## src/logic/decode_pkg.sv

```systemverilog
// Shared types for the RV32I decode stage
// Data, register index, register mask and tag widths
// Execution unit, operation, format and issue state enums
// RV32I major opcodes used by the decoder
`default_nettype none

package decode_pkg;

    typedef logic [31:0] word_t;                // Instruction, operand, PC, register data
    typedef logic [4:0]  reg_idx_t;             // Register index
    typedef logic [31:0] reg_mask_t;            // One-hot register set, bit 0 is pending store
    typedef logic [3:0]  tag_t;                 // Instruction tag

    typedef enum logic [2:0] {
        XU_ADDER,
        XU_LOGICAL,
        XU_SHIFTER,
        XU_BRANCH,
        XU_MEMORY,
        XU_BYPASS,
        XU_ILLEGAL
    } xu_t;

    // Operation within a unit, meaning depends on the unit
    typedef enum logic [2:0] {
        OP0,
        OP1,
        OP2,
        OP3,
        OP4,
        OP5,
        OP6,
        OP7
    } op_t;

    typedef enum logic [2:0] {
        FMT_R,
        FMT_I,
        FMT_S,
        FMT_B,
        FMT_U,
        FMT_J
    } fmt_t;

    typedef enum logic {
        EMPTY,                                  // Output register free
        HELD                                    // Output register holds an op
    } issue_state_t;

    localparam logic [6:0] OPC_LUI    = 7'b0110111;
    localparam logic [6:0] OPC_AUIPC  = 7'b0010111;
    localparam logic [6:0] OPC_JAL    = 7'b1101111;
    localparam logic [6:0] OPC_JALR   = 7'b1100111;
    localparam logic [6:0] OPC_BRANCH = 7'b1100011;
    localparam logic [6:0] OPC_LOAD   = 7'b0000011;
    localparam logic [6:0] OPC_STORE  = 7'b0100011;
    localparam logic [6:0] OPC_OP_IMM = 7'b0010011;
    localparam logic [6:0] OPC_OP     = 7'b0110011;

    localparam logic [6:0] F7_BASE = 7'b0000000;
    localparam logic [6:0] F7_ALT  = 7'b0100000;  // SUB and SRA variants

endpackage

`default_nettype wire

```

## src/logic/instr_decoder.sv

```systemverilog
// Instruction decoder for the RV32I decode stage
// Unit and operation classification, format and immediate
// Operand selection and the registered operand outputs
`timescale 1ns/1ps
`default_nettype none

module instr_decoder (
    input  wire logic              clk,
    input  wire logic              reset,
    input  decode_pkg::word_t      instruction,
    input  decode_pkg::word_t      npc,
    input  decode_pkg::tag_t       tag_in,
    input  decode_pkg::word_t      data_a,      // rs1 data from bank
    input  decode_pkg::word_t      data_b,      // rs2 data from bank
    input  wire logic              load_en,     // Accept into output register
    output decode_pkg::reg_idx_t   rs1,
    output decode_pkg::reg_idx_t   rs2,
    output logic                   uses_rs2,
    output logic                   is_load,
    output decode_pkg::reg_mask_t  dest_mask,
    output decode_pkg::word_t      op_a,
    output decode_pkg::word_t      op_b,
    output decode_pkg::word_t      op_c,
    output decode_pkg::word_t      npc_out,
    output decode_pkg::op_t        op_code,
    output decode_pkg::xu_t        xu_sel,
    output decode_pkg::tag_t       tag_out
);

    logic [6:0] opcode;
    logic [2:0] funct3;
    logic [6:0] funct7;
    logic [5:0] sel;                            // {unit, operation}
    decode_pkg::xu_t   xu;
    decode_pkg::op_t   op;
    decode_pkg::fmt_t  fmt;
    decode_pkg::word_t imm;
    logic legal, uses_rs1, writes_rd, is_store;

    function automatic logic [5:0] code(input decode_pkg::xu_t u, input decode_pkg::op_t o);
        return {u, o};
    endfunction

    assign opcode = instruction[6:0];
    assign funct3 = instruction[14:12];
    assign funct7 = instruction[31:25];

    always_comb begin
        sel = code(decode_pkg::XU_ILLEGAL, decode_pkg::OP0);    // Unrecognized word
        fmt = decode_pkg::FMT_R;
        if (instruction == '0 || instruction == 32'h0000_0013) begin
            sel = code(decode_pkg::XU_BYPASS, decode_pkg::OP0);  // NOP forms
        end else begin
            case (opcode)
                decode_pkg::OPC_LUI: begin
                    fmt = decode_pkg::FMT_U;
                    sel = code(decode_pkg::XU_BYPASS, decode_pkg::OP1);
                end
                decode_pkg::OPC_AUIPC: begin
                    fmt = decode_pkg::FMT_U;
                    sel = code(decode_pkg::XU_ADDER, decode_pkg::OP0);
                end
                decode_pkg::OPC_JAL: begin
                    fmt = decode_pkg::FMT_J;
                    sel = code(decode_pkg::XU_BRANCH, decode_pkg::OP6);
                end
                decode_pkg::OPC_JALR: begin
                    fmt = decode_pkg::FMT_I;
                    if (funct3 == 3'b000)
                        sel = code(decode_pkg::XU_BRANCH, decode_pkg::OP7);
                end
                decode_pkg::OPC_BRANCH: begin
                    fmt = decode_pkg::FMT_B;
                    case (funct3)
                        3'b000:  sel = code(decode_pkg::XU_BRANCH, decode_pkg::OP0);  // BEQ
                        3'b001:  sel = code(decode_pkg::XU_BRANCH, decode_pkg::OP1);  // BNE
                        3'b100:  sel = code(decode_pkg::XU_BRANCH, decode_pkg::OP2);  // BLT
                        3'b101:  sel = code(decode_pkg::XU_BRANCH, decode_pkg::OP4);  // BGE
                        3'b110:  sel = code(decode_pkg::XU_BRANCH, decode_pkg::OP3);  // BLTU
                        3'b111:  sel = code(decode_pkg::XU_BRANCH, decode_pkg::OP5);  // BGEU
                        default: ;
                    endcase
                end
                decode_pkg::OPC_LOAD: begin
                    fmt = decode_pkg::FMT_I;
                    case (funct3)
                        3'b000:  sel = code(decode_pkg::XU_MEMORY, decode_pkg::OP0);  // LB
                        3'b001:  sel = code(decode_pkg::XU_MEMORY, decode_pkg::OP2);  // LH
                        3'b010:  sel = code(decode_pkg::XU_MEMORY, decode_pkg::OP4);  // LW
                        3'b100:  sel = code(decode_pkg::XU_MEMORY, decode_pkg::OP1);  // LBU
                        3'b101:  sel = code(decode_pkg::XU_MEMORY, decode_pkg::OP3);  // LHU
                        default: ;
                    endcase
                end
                decode_pkg::OPC_STORE: begin
                    fmt = decode_pkg::FMT_S;
                    case (funct3)
                        3'b000:  sel = code(decode_pkg::XU_MEMORY, decode_pkg::OP7);  // SB
                        3'b001:  sel = code(decode_pkg::XU_MEMORY, decode_pkg::OP6);  // SH
                        3'b010:  sel = code(decode_pkg::XU_MEMORY, decode_pkg::OP5);  // SW
                        default: ;
                    endcase
                end
                decode_pkg::OPC_OP_IMM, decode_pkg::OPC_OP: begin
                    fmt = (opcode == decode_pkg::OPC_OP) ? decode_pkg::FMT_R : decode_pkg::FMT_I;
                    // Shifts always check funct7, other ALU ops only in R format
                    if (funct7 == decode_pkg::F7_BASE || (fmt == decode_pkg::FMT_I &&
                            funct3 != 3'b001 && funct3 != 3'b101)) begin
                        case (funct3)
                            3'b000:  sel = code(decode_pkg::XU_ADDER, decode_pkg::OP0);
                            3'b001:  sel = code(decode_pkg::XU_SHIFTER, decode_pkg::OP0);
                            3'b010:  sel = code(decode_pkg::XU_ADDER, decode_pkg::OP3);
                            3'b011:  sel = code(decode_pkg::XU_ADDER, decode_pkg::OP2);
                            3'b100:  sel = code(decode_pkg::XU_LOGICAL, decode_pkg::OP0);
                            3'b101:  sel = code(decode_pkg::XU_SHIFTER, decode_pkg::OP1);
                            3'b110:  sel = code(decode_pkg::XU_LOGICAL, decode_pkg::OP1);
                            default: sel = code(decode_pkg::XU_LOGICAL, decode_pkg::OP2);
                        endcase
                    end else if (funct7 == decode_pkg::F7_ALT) begin
                        if (funct3 == 3'b101)
                            sel = code(decode_pkg::XU_SHIFTER, decode_pkg::OP2);  // SRA, SRAI
                        else if (funct3 == 3'b000 && fmt == decode_pkg::FMT_R)
                            sel = code(decode_pkg::XU_ADDER, decode_pkg::OP1);    // SUB
                    end
                end
                default: ;
            endcase
        end
    end

    assign xu = decode_pkg::xu_t'(sel[5:3]);
    assign op = decode_pkg::op_t'(sel[2:0]);

    always_comb begin
        case (fmt)                              // Sign-extended immediate by format
            decode_pkg::FMT_I: imm = {{20{instruction[31]}}, instruction[31:20]};
            decode_pkg::FMT_S: imm = {{20{instruction[31]}}, funct7, instruction[11:7]};
            decode_pkg::FMT_B: imm = {{20{instruction[31]}}, instruction[7],
                                      instruction[30:25], instruction[11:8], 1'b0};
            decode_pkg::FMT_U: imm = {instruction[31:12], 12'b0};
            decode_pkg::FMT_J: imm = {{12{instruction[31]}}, instruction[19:12],
                                      instruction[20], instruction[30:21], 1'b0};
            default:           imm = '0;
        endcase
    end

    // Register usage for hazard check and bank addressing
    assign legal     = (xu != decode_pkg::XU_ILLEGAL);
    assign uses_rs1  = legal && fmt != decode_pkg::FMT_U && fmt != decode_pkg::FMT_J;
    assign uses_rs2  = legal && (fmt == decode_pkg::FMT_R || fmt == decode_pkg::FMT_S ||
                                 fmt == decode_pkg::FMT_B);
    assign rs1       = uses_rs1 ? instruction[19:15] : '0;
    assign rs2       = instruction[24:20];
    assign is_load   = legal && opcode == decode_pkg::OPC_LOAD;
    assign is_store  = legal && opcode == decode_pkg::OPC_STORE;
    assign writes_rd = legal && fmt != decode_pkg::FMT_S && fmt != decode_pkg::FMT_B &&
                       instruction[11:7] != '0;

    always_comb begin
        dest_mask = '0;
        if (writes_rd)
            dest_mask[instruction[11:7]] = 1'b1;
        dest_mask[0] = is_store;                // Memory write in flight
    end

    always_ff @(posedge clk or negedge reset) begin
        if (!reset) begin
            op_a    <= '0;
            op_b    <= '0;
            op_c    <= '0;
            npc_out <= '0;
            op_code <= decode_pkg::OP0;
            xu_sel  <= decode_pkg::XU_BYPASS;
            tag_out <= '0;
        end else if (load_en) begin
            op_a    <= (fmt == decode_pkg::FMT_U || fmt == decode_pkg::FMT_J) ? npc : data_a;
            op_b    <= (fmt == decode_pkg::FMT_R || fmt == decode_pkg::FMT_B) ? data_b : imm;
            op_c    <= (fmt == decode_pkg::FMT_S) ? data_b : imm;
            npc_out <= npc;
            op_code <= op;
            xu_sel  <= xu;
            tag_out <= tag_in;
        end
    end

endmodule

`default_nettype wire

```

## src/logic/register_bank.sv

```systemverilog
// Register bank, 31 writable registers plus constant x0
// Two combinational read ports, write-first on collision
`timescale 1ns/1ps
`default_nettype none

module register_bank (
    input  wire logic             clk,
    input  wire logic             reset,
    input  decode_pkg::reg_idx_t  rd_addr_a,
    input  decode_pkg::reg_idx_t  rd_addr_b,
    output decode_pkg::word_t     rd_data_a,
    output decode_pkg::word_t     rd_data_b,
    input  wire logic             wr_en,
    input  decode_pkg::reg_idx_t  wr_addr,
    input  decode_pkg::word_t     wr_data
);

    decode_pkg::word_t regs [1:31];
    logic wr_live;

    assign wr_live = wr_en && wr_addr != '0;    // x0 writes dropped

    function automatic decode_pkg::word_t read_port(input decode_pkg::reg_idx_t addr);
        if (addr == '0)
            return '0;
        if (wr_live && addr == wr_addr)         // Bypass the write in progress
            return wr_data;
        return regs[addr];
    endfunction

    always_comb begin
        rd_data_a = read_port(rd_addr_a);
        rd_data_b = read_port(rd_addr_b);
    end

    always_ff @(posedge clk or negedge reset) begin
        if (!reset) begin
            for (int i = 1; i < 32; i++)
                regs[i] <= '0;
        end else if (wr_live) begin
            regs[wr_addr] <= wr_data;
        end
    end

endmodule

`default_nettype wire

```

## src/logic/write_lock_queue.sv

```systemverilog
// Pending-write queue, one one-hot mask per cycle of execute latency
// Locked register set and write-back destination from the head
`timescale 1ns/1ps
`default_nettype none

module write_lock_queue #(
    parameter int DEPTH = 2                     // Cycles from dispatch to write-back
) (
    input  wire logic              clk,
    input  wire logic              reset,
    input  decode_pkg::reg_mask_t  push_mask,   // Zero when nothing dispatched
    output decode_pkg::reg_mask_t  locked,
    output decode_pkg::reg_idx_t   wb_rd,
    output logic                   wb_pending
);

    decode_pkg::reg_mask_t entry [DEPTH];
    decode_pkg::reg_mask_t head;

    always_ff @(posedge clk or negedge reset) begin
        if (!reset) begin
            for (int i = 0; i < DEPTH; i++)
                entry[i] <= '0;
        end else begin
            entry[0] <= push_mask;
            for (int i = 1; i < DEPTH; i++)
                entry[i] <= entry[i-1];         // Advance one slot per cycle
        end
    end

    assign head       = entry[DEPTH-1];
    assign wb_pending = |head;

    always_comb begin
        locked = '0;
        for (int i = 0; i < DEPTH; i++)
            locked = locked | entry[i];
        wb_rd = '0;                             // Store slot maps to x0
        for (int i = 1; i < 32; i++)
            if (head[i])
                wb_rd = decode_pkg::reg_idx_t'(i);
    end

endmodule

`default_nettype wire

```

## src/logic/issue_control.sv

```systemverilog
// Issue control for the decode output register
// EMPTY/HELD FSM, hazard test, fetch and execute handshakes
`timescale 1ns/1ps
`default_nettype none

module issue_control (
    input  wire logic              clk,
    input  wire logic              reset,
    input  wire logic              in_valid,
    output logic                   in_ready,
    output logic                   op_valid,
    input  wire logic              op_ready,
    input  decode_pkg::reg_idx_t   rs1,
    input  decode_pkg::reg_idx_t   rs2,
    input  wire logic              uses_rs2,
    input  wire logic              is_load,
    input  decode_pkg::reg_mask_t  dest_mask,
    input  decode_pkg::reg_mask_t  locked,
    output logic                   load_en,
    output decode_pkg::reg_mask_t  push_mask
);

    decode_pkg::issue_state_t state;
    decode_pkg::reg_mask_t    held_mask;        // Destination of the held op
    decode_pkg::reg_mask_t    lock_all;
    logic dispatch, room, hazard;

    assign op_valid = (state == decode_pkg::HELD);
    assign dispatch = op_valid && op_ready;
    assign room     = !op_valid || op_ready;    // Output register free next edge

    // Held op still counts as in flight
    // Bit 0 marks a pending store and is never read as x0
    assign lock_all = locked | held_mask;
    assign hazard   = (rs1 != '0 && lock_all[rs1]) ||
                      (uses_rs2 && rs2 != '0 && lock_all[rs2]) ||
                      (is_load && lock_all[0]);

    assign in_ready  = reset && room && !hazard;    // Refused while reset is held
    assign load_en   = in_valid && in_ready;
    assign push_mask = dispatch ? held_mask : '0;

    always_ff @(posedge clk or negedge reset) begin
        if (!reset) begin
            state     <= decode_pkg::EMPTY;
            held_mask <= '0;
        end else if (load_en) begin
            state     <= decode_pkg::HELD;
            held_mask <= dest_mask;
        end else if (dispatch) begin
            state     <= decode_pkg::EMPTY;
            held_mask <= '0;
        end
    end

endmodule

`default_nettype wire

```

## src/logic/decode_stage.sv

```systemverilog
// Decode stage top level
// Decoder, register bank, write lock queue and issue control
// Write-back from execute enters the bank at the queue head
`timescale 1ns/1ps
`default_nettype none

module decode_stage #(
    parameter int DEPTH = 2                     // Execute latency, 1 to 8
) (
    input  wire logic             clk,
    input  wire logic             reset,
    // Fetch side
    input  wire logic             in_valid,
    output logic                  in_ready,
    input  decode_pkg::word_t     instruction,
    input  decode_pkg::word_t     npc,
    input  decode_pkg::tag_t      tag_in,
    // Execute side
    output logic                  op_valid,
    input  wire logic             op_ready,
    output decode_pkg::word_t     op_a,
    output decode_pkg::word_t     op_b,
    output decode_pkg::word_t     op_c,
    output decode_pkg::word_t     npc_out,
    output decode_pkg::op_t       op_code,
    output decode_pkg::xu_t       xu_sel,
    output decode_pkg::tag_t      tag_out,
    // Write-back
    output decode_pkg::reg_idx_t  wb_rd,
    output logic                  wb_pending,
    input  decode_pkg::word_t     wb_data
);

    decode_pkg::reg_idx_t  rs1, rs2;
    decode_pkg::word_t     data_a, data_b;
    decode_pkg::reg_mask_t dest_mask, locked, push_mask;
    logic uses_rs2, is_load, load_en;

    instr_decoder decoder_i (
        .clk, .reset,
        .instruction, .npc, .tag_in,
        .data_a, .data_b, .load_en,
        .rs1, .rs2, .uses_rs2, .is_load, .dest_mask,
        .op_a, .op_b, .op_c, .npc_out, .op_code, .xu_sel, .tag_out
    );

    register_bank bank_i (
        .clk, .reset,
        .rd_addr_a (rs1),
        .rd_addr_b (rs2),
        .rd_data_a (data_a),
        .rd_data_b (data_b),
        .wr_en     (wb_pending),                // x0 and store slots ignored in bank
        .wr_addr   (wb_rd),
        .wr_data   (wb_data)
    );

    write_lock_queue #(.DEPTH(DEPTH)) queue_i (
        .clk, .reset,
        .push_mask, .locked, .wb_rd, .wb_pending
    );

    issue_control control_i (
        .clk, .reset,
        .in_valid, .in_ready, .op_valid, .op_ready,
        .rs1, .rs2, .uses_rs2, .is_load, .dest_mask,
        .locked, .load_en, .push_mask
    );

endmodule

`default_nettype wire

```

## config.mk

```make
export PLATFORM = sky130hd
export DESIGN_NAME = decode_stage
export DESIGN_NICKNAME = d
export VERILOG_FILES = /design/src/logic/decode_pkg.sv /design/src/logic/instr_decoder.sv /design/src/logic/register_bank.sv /design/src/logic/write_lock_queue.sv /design/src/logic/issue_control.sv /design/src/logic/decode_stage.sv
export SDC_FILE = /design/constraint.sdc
export NUM_CORES = 2
export LEC_CHECK = 0
export ABC_AREA = 0
export BUFFER_PORTS_ARGS = -buffer_cell sky130_fd_sc_hd__buf_2
export CORE_AREA = 10 10 391 298
export DETAILED_ROUTE_END_ITERATION = 6
export DIE_AREA = 0 0 401 308
export PLACE_DENSITY = 0.75
export SLEW_MARGIN = 0
export SYNTH_ARGS = -nofsm -noshare
export SYNTH_HDL_FRONTEND = slang
export SYNTH_SLANG_ARGS = --single-unit
```

## constraint.sdc

```tcl
create_clock -name clk -period 6 [get_ports clk]
set_input_delay 1.5 -clock clk [delete_from_list [all_inputs] [get_ports clk]]
set_output_delay 1.5 -clock clk [all_outputs]
set_load 0.02 [all_outputs]
```

==> impl_metrics.env <==
export IMPL_place_gp_congestion=0.977
export IMPL_coreArea_um2=109000
export IMPL_place_area_um2=68300
export IMPL_vias_per_cell=7.31
export IMPL_drv_slew=0
export IMPL_status="complete, but fails checks"
export IMPL_setup_viol=0
export IMPL_async_flop_share_pct=100
export IMPL_final_hold_viol_count=0
export IMPL_critPathArrivalTime_ns=4.38
export IMPL_p_per_area_nw_per_um2=267
export IMPL_dp_cells=6786
export IMPL_num_rows=105
export IMPL_netlist_area_leader_share_pct=47.2
export IMPL_violations="DRC"
export IMPL_p_int_mw=14.0
export IMPL_numPortBuffers=249
export IMPL_p_total_mw=19.3
export IMPL_cp_required_ns=4.50
export IMPL_synth_edf_count=0
export IMPL_wirelength_um=234000
export IMPL_antenna_found_initial=18
export IMPL_ys_warn_count=0
export IMPL_synth_seq_area_share_pct=47.3
export IMPL_path_max_fanout=6
export IMPL_h_tree_depth=3
export IMPL_grt_max_degree=177
export IMPL_tightest_slew_ns=1.42
export IMPL_nets=5571
export IMPL_skew_ns=0.0401
export IMPL_die_area_um2=124000
export IMPL_cts_root_buf="clkbuf_16"
export IMPL_die_h_um=308
export IMPL_grt_pass1_wl_um=344000
export IMPL_rsz0062_at_grt="no"
export IMPL_final_area_um2=72300
export IMPL_setup_slack_ns=0.116
export IMPL_finalCriticalPeriod_ns=5.88
export IMPL_post_route_period_util_pct=98.1
export IMPL_nFillCells=7912
export IMPL_slew_headroom_pct=4.90
export IMPL_ant_nets=0
export IMPL_dp_slack_ns=0.0711
export IMPL_hold_path_class="flop to flop"
export IMPL_swShare_pct=27.4
export IMPL_clockBufferDepth=3
export IMPL_p_leak_nw=32.3
export IMPL_dp_hpwl_um=140000
export IMPL_worstHoldStart="queue_i.entry[50]"
export IMPL_drv_cap=0
export IMPL_instances_no_fill=7000
export IMPL_routedWlPerCell_um=33.5
export IMPL_power_frac_clock_pct=40.6
export IMPL_cts_tree="yes"
export IMPL_die_w_um=401
export IMPL_critPathLaunchType="input pin"
export IMPL_first_global_vias=50441
export IMPL_whs_path_depth=0
export IMPL_synth_most_common_cell="dfrtp_1"
export IMPL_power_frac_comb_pct=13.4
export IMPL_dr_total_vias=51138
export IMPL_io_pins=250
export IMPL_grt_overflow=0
export IMPL_max_freq_mhz=170
export IMPL_synth_area_leader_cell="dfrtp_1"
export IMPL_ys_top_cells_by_area="dfrtp_1 (47%), mux2_2 (18%), mux4_2 (9.8%)"
export IMPL_area_growth_pct=11.5
export IMPL_final_core_util_pct=66.5
export IMPL_crit_type="input pin to primary output"
export IMPL_clock_latency_ns=0.77
export IMPL_fin_worst_hold_slack_ns=0.372
export IMPL_ir_drop_v=0.000261
export IMPL_drive_gt1_share_pct=37.5
export IMPL_power_switching_mw=5.29
export IMPL_ys_ff_latch=1227
export IMPL_track_usage_pct=37.2
export IMPL_cts_buffers=118
export IMPL_seq_power_share_pct=46.0
export IMPL_syn_area_um2=64900
export IMPL_tns_ns=0
export IMPL_cts_reportedPaths_clkPinSlew_ns=0.07
export IMPL_drt_iter0_drc=6957
export IMPL_crit_reg2reg_launch="queue_i.head[31]"
export IMPL_drc=2
export IMPL_ys_flop_type="dfrtp_1"
export IMPL_crit_start="instruction[27]"
export IMPL_syn_area_per_cell_um2=12.0
export IMPL_cts_sinks=1227
export IMPL_initial_core_util_pct=59.7
export IMPL_rrSetupSlack_ns=1.41
export IMPL_synth_cell_type_count=82
export IMPL_syn_inst=5410
export IMPL_ff2ff_path_depth=15
export IMPL_syn_nets=5514
export IMPL_cp_end_kind="primary output"
export IMPL_synth_common_cells="dfrtp_1 (1225), mux2_2 (1053), nand2_1 (601)"
export IMPL_drt_first_pass_iters=7
[worst max-delay path, cell delays in order]
cell	delay [ns]
buf_2	0.13
or4_4	0.55
or3_4	0.39
o31ai_4	0.31
o2111a_2	0.32
buf_4	0.16
nor2_1	0.07
o311ai_0	0.42
a21oi_1	0.10
o211ai_1	0.20
inv_1	0.07
buf_2	0.16
[cells by family (layout without fill, tap and decap cells)]
kind of cell    Yosys count  in the layout  share of synthesized area (%)
mux                    1576           1576                           31.8
flops                  1227           1227                           47.3
simple gates           1123           1123                           7.69
compound gates          922            922                           9.77
buf+inv                 553            694                           3.35
xor+xnor                  9              9                          0.121
other cells               0              5                              0
[layer usage]
metal | global-route usage [%] | vias to the layer above | share of wire, %
met5 | 0 | - | 0.058
met4 | 19.1 | 20 | 6.2
met3 | 14.5 | 927 | 15
met2 | 53.5 | 3792 | 42
met1 | 48.8 | 26030 | 37
li1 | - | 20369 | -
[cell type report]
| cell class | count | area (µm²) | area share, % |
|---|---|---|---|
| diodes | 5 | 12.5 | 0.0173 |
| clock buffers | 162 | 3440 | 4.76 |
| clock inverters | 42 | 541 | 0.747 |
| inverters | 18 | 67.6 | 0.0934 |
| multi-input cells | 3630 | 32400 | 44.7 |
| flip-flops and latches | 1227 | 30700 | 42.5 |
| well taps | 1444 | 1810 | 2.50 |
| repair buffers | 472 | 3400 | 4.71 |
[cells in the final DEF, fill, tap and decap left out, types with 18 or more instances in the layout]
cell type  netlist  routed
a221oi_1       109     109
a21oi_1        217     215
clkinv_2         0      18
a22o_1          41      41
a211oi_1       107     107
nor4_1          58      57
mux2i_1        242     242
buf_2           62     241
a2bb2oi_1       21      21
nor3_1          59      58
mux2_2        1053    1053
buf_4            2     192
clkbuf_8         0      28
clkbuf_16        0     120
and3_1          52      52
nand2_1        601     584
o31ai_1         48      47
a21o_1          32      32
nor2_1         159     140
buf_12           0      35
a31oi_1         45      45
nand3_1        107     106
o21ai_0        146     143
a22oi_1         29      29
o211ai_1        21      21
dfrtp_1       1225    1224
mux4_2         281     281
[power groups by stage]
| stage | Combinational (mW) | Clock, mW | Sequential, mW |
|---|---|---|---|
| 2_1_floorplan | 1.29 | 0 | 9.13 |
| 3_3_place_gp | 2.47 | 0 | 9.02 |
| 3_5_place_dp | 2.52 | 0 | 9.03 |
| 4_1_cts | 2.53 | 7.84 | 8.88 |
| 5_1_grt | 2.72 | 8.18 | 8.92 |
| 6_report | 2.58 | 7.84 | 8.89 |
[flip-flops by register name, indices dropped and copies added, names as in the netlist]
| name | cells |
|---|---|
| decoder_i.op_c | 32 |
| decoder_i.op_b | 32 |
| queue_i.entry | 32 |
| decoder_i.npc_out | 32 |
| decoder_i.xu_sel | 3 |
| decoder_i.op_code | 3 |
| decoder_i.op_a | 32 |
| bank_i.regs | 992 |
| control_i.op_valid | 1 |
| queue_i.head | 32 |
| decoder_i.tag_out | 4 |
| control_i.held_mask | 32 |
[final timing paths]
check | end
min in group asynchronous | decoder_i.op_code[0]
min reg2reg | queue_i.head[18]
max reg2reg | decoder_i.op_b[5]
max | in_ready
max in group asynchronous | bank_i.regs[648]
min | queue_i.head[18]
[what timing repair did]
action / in CTS / in global routing
buffers inserted: 0 / 5
hold buffers: 0 / 0
gates resized for setup: 0 / 3
endpoints found under the setup margin: 0 / 1
No activity file was read; power rests on OpenSTA's default activity.
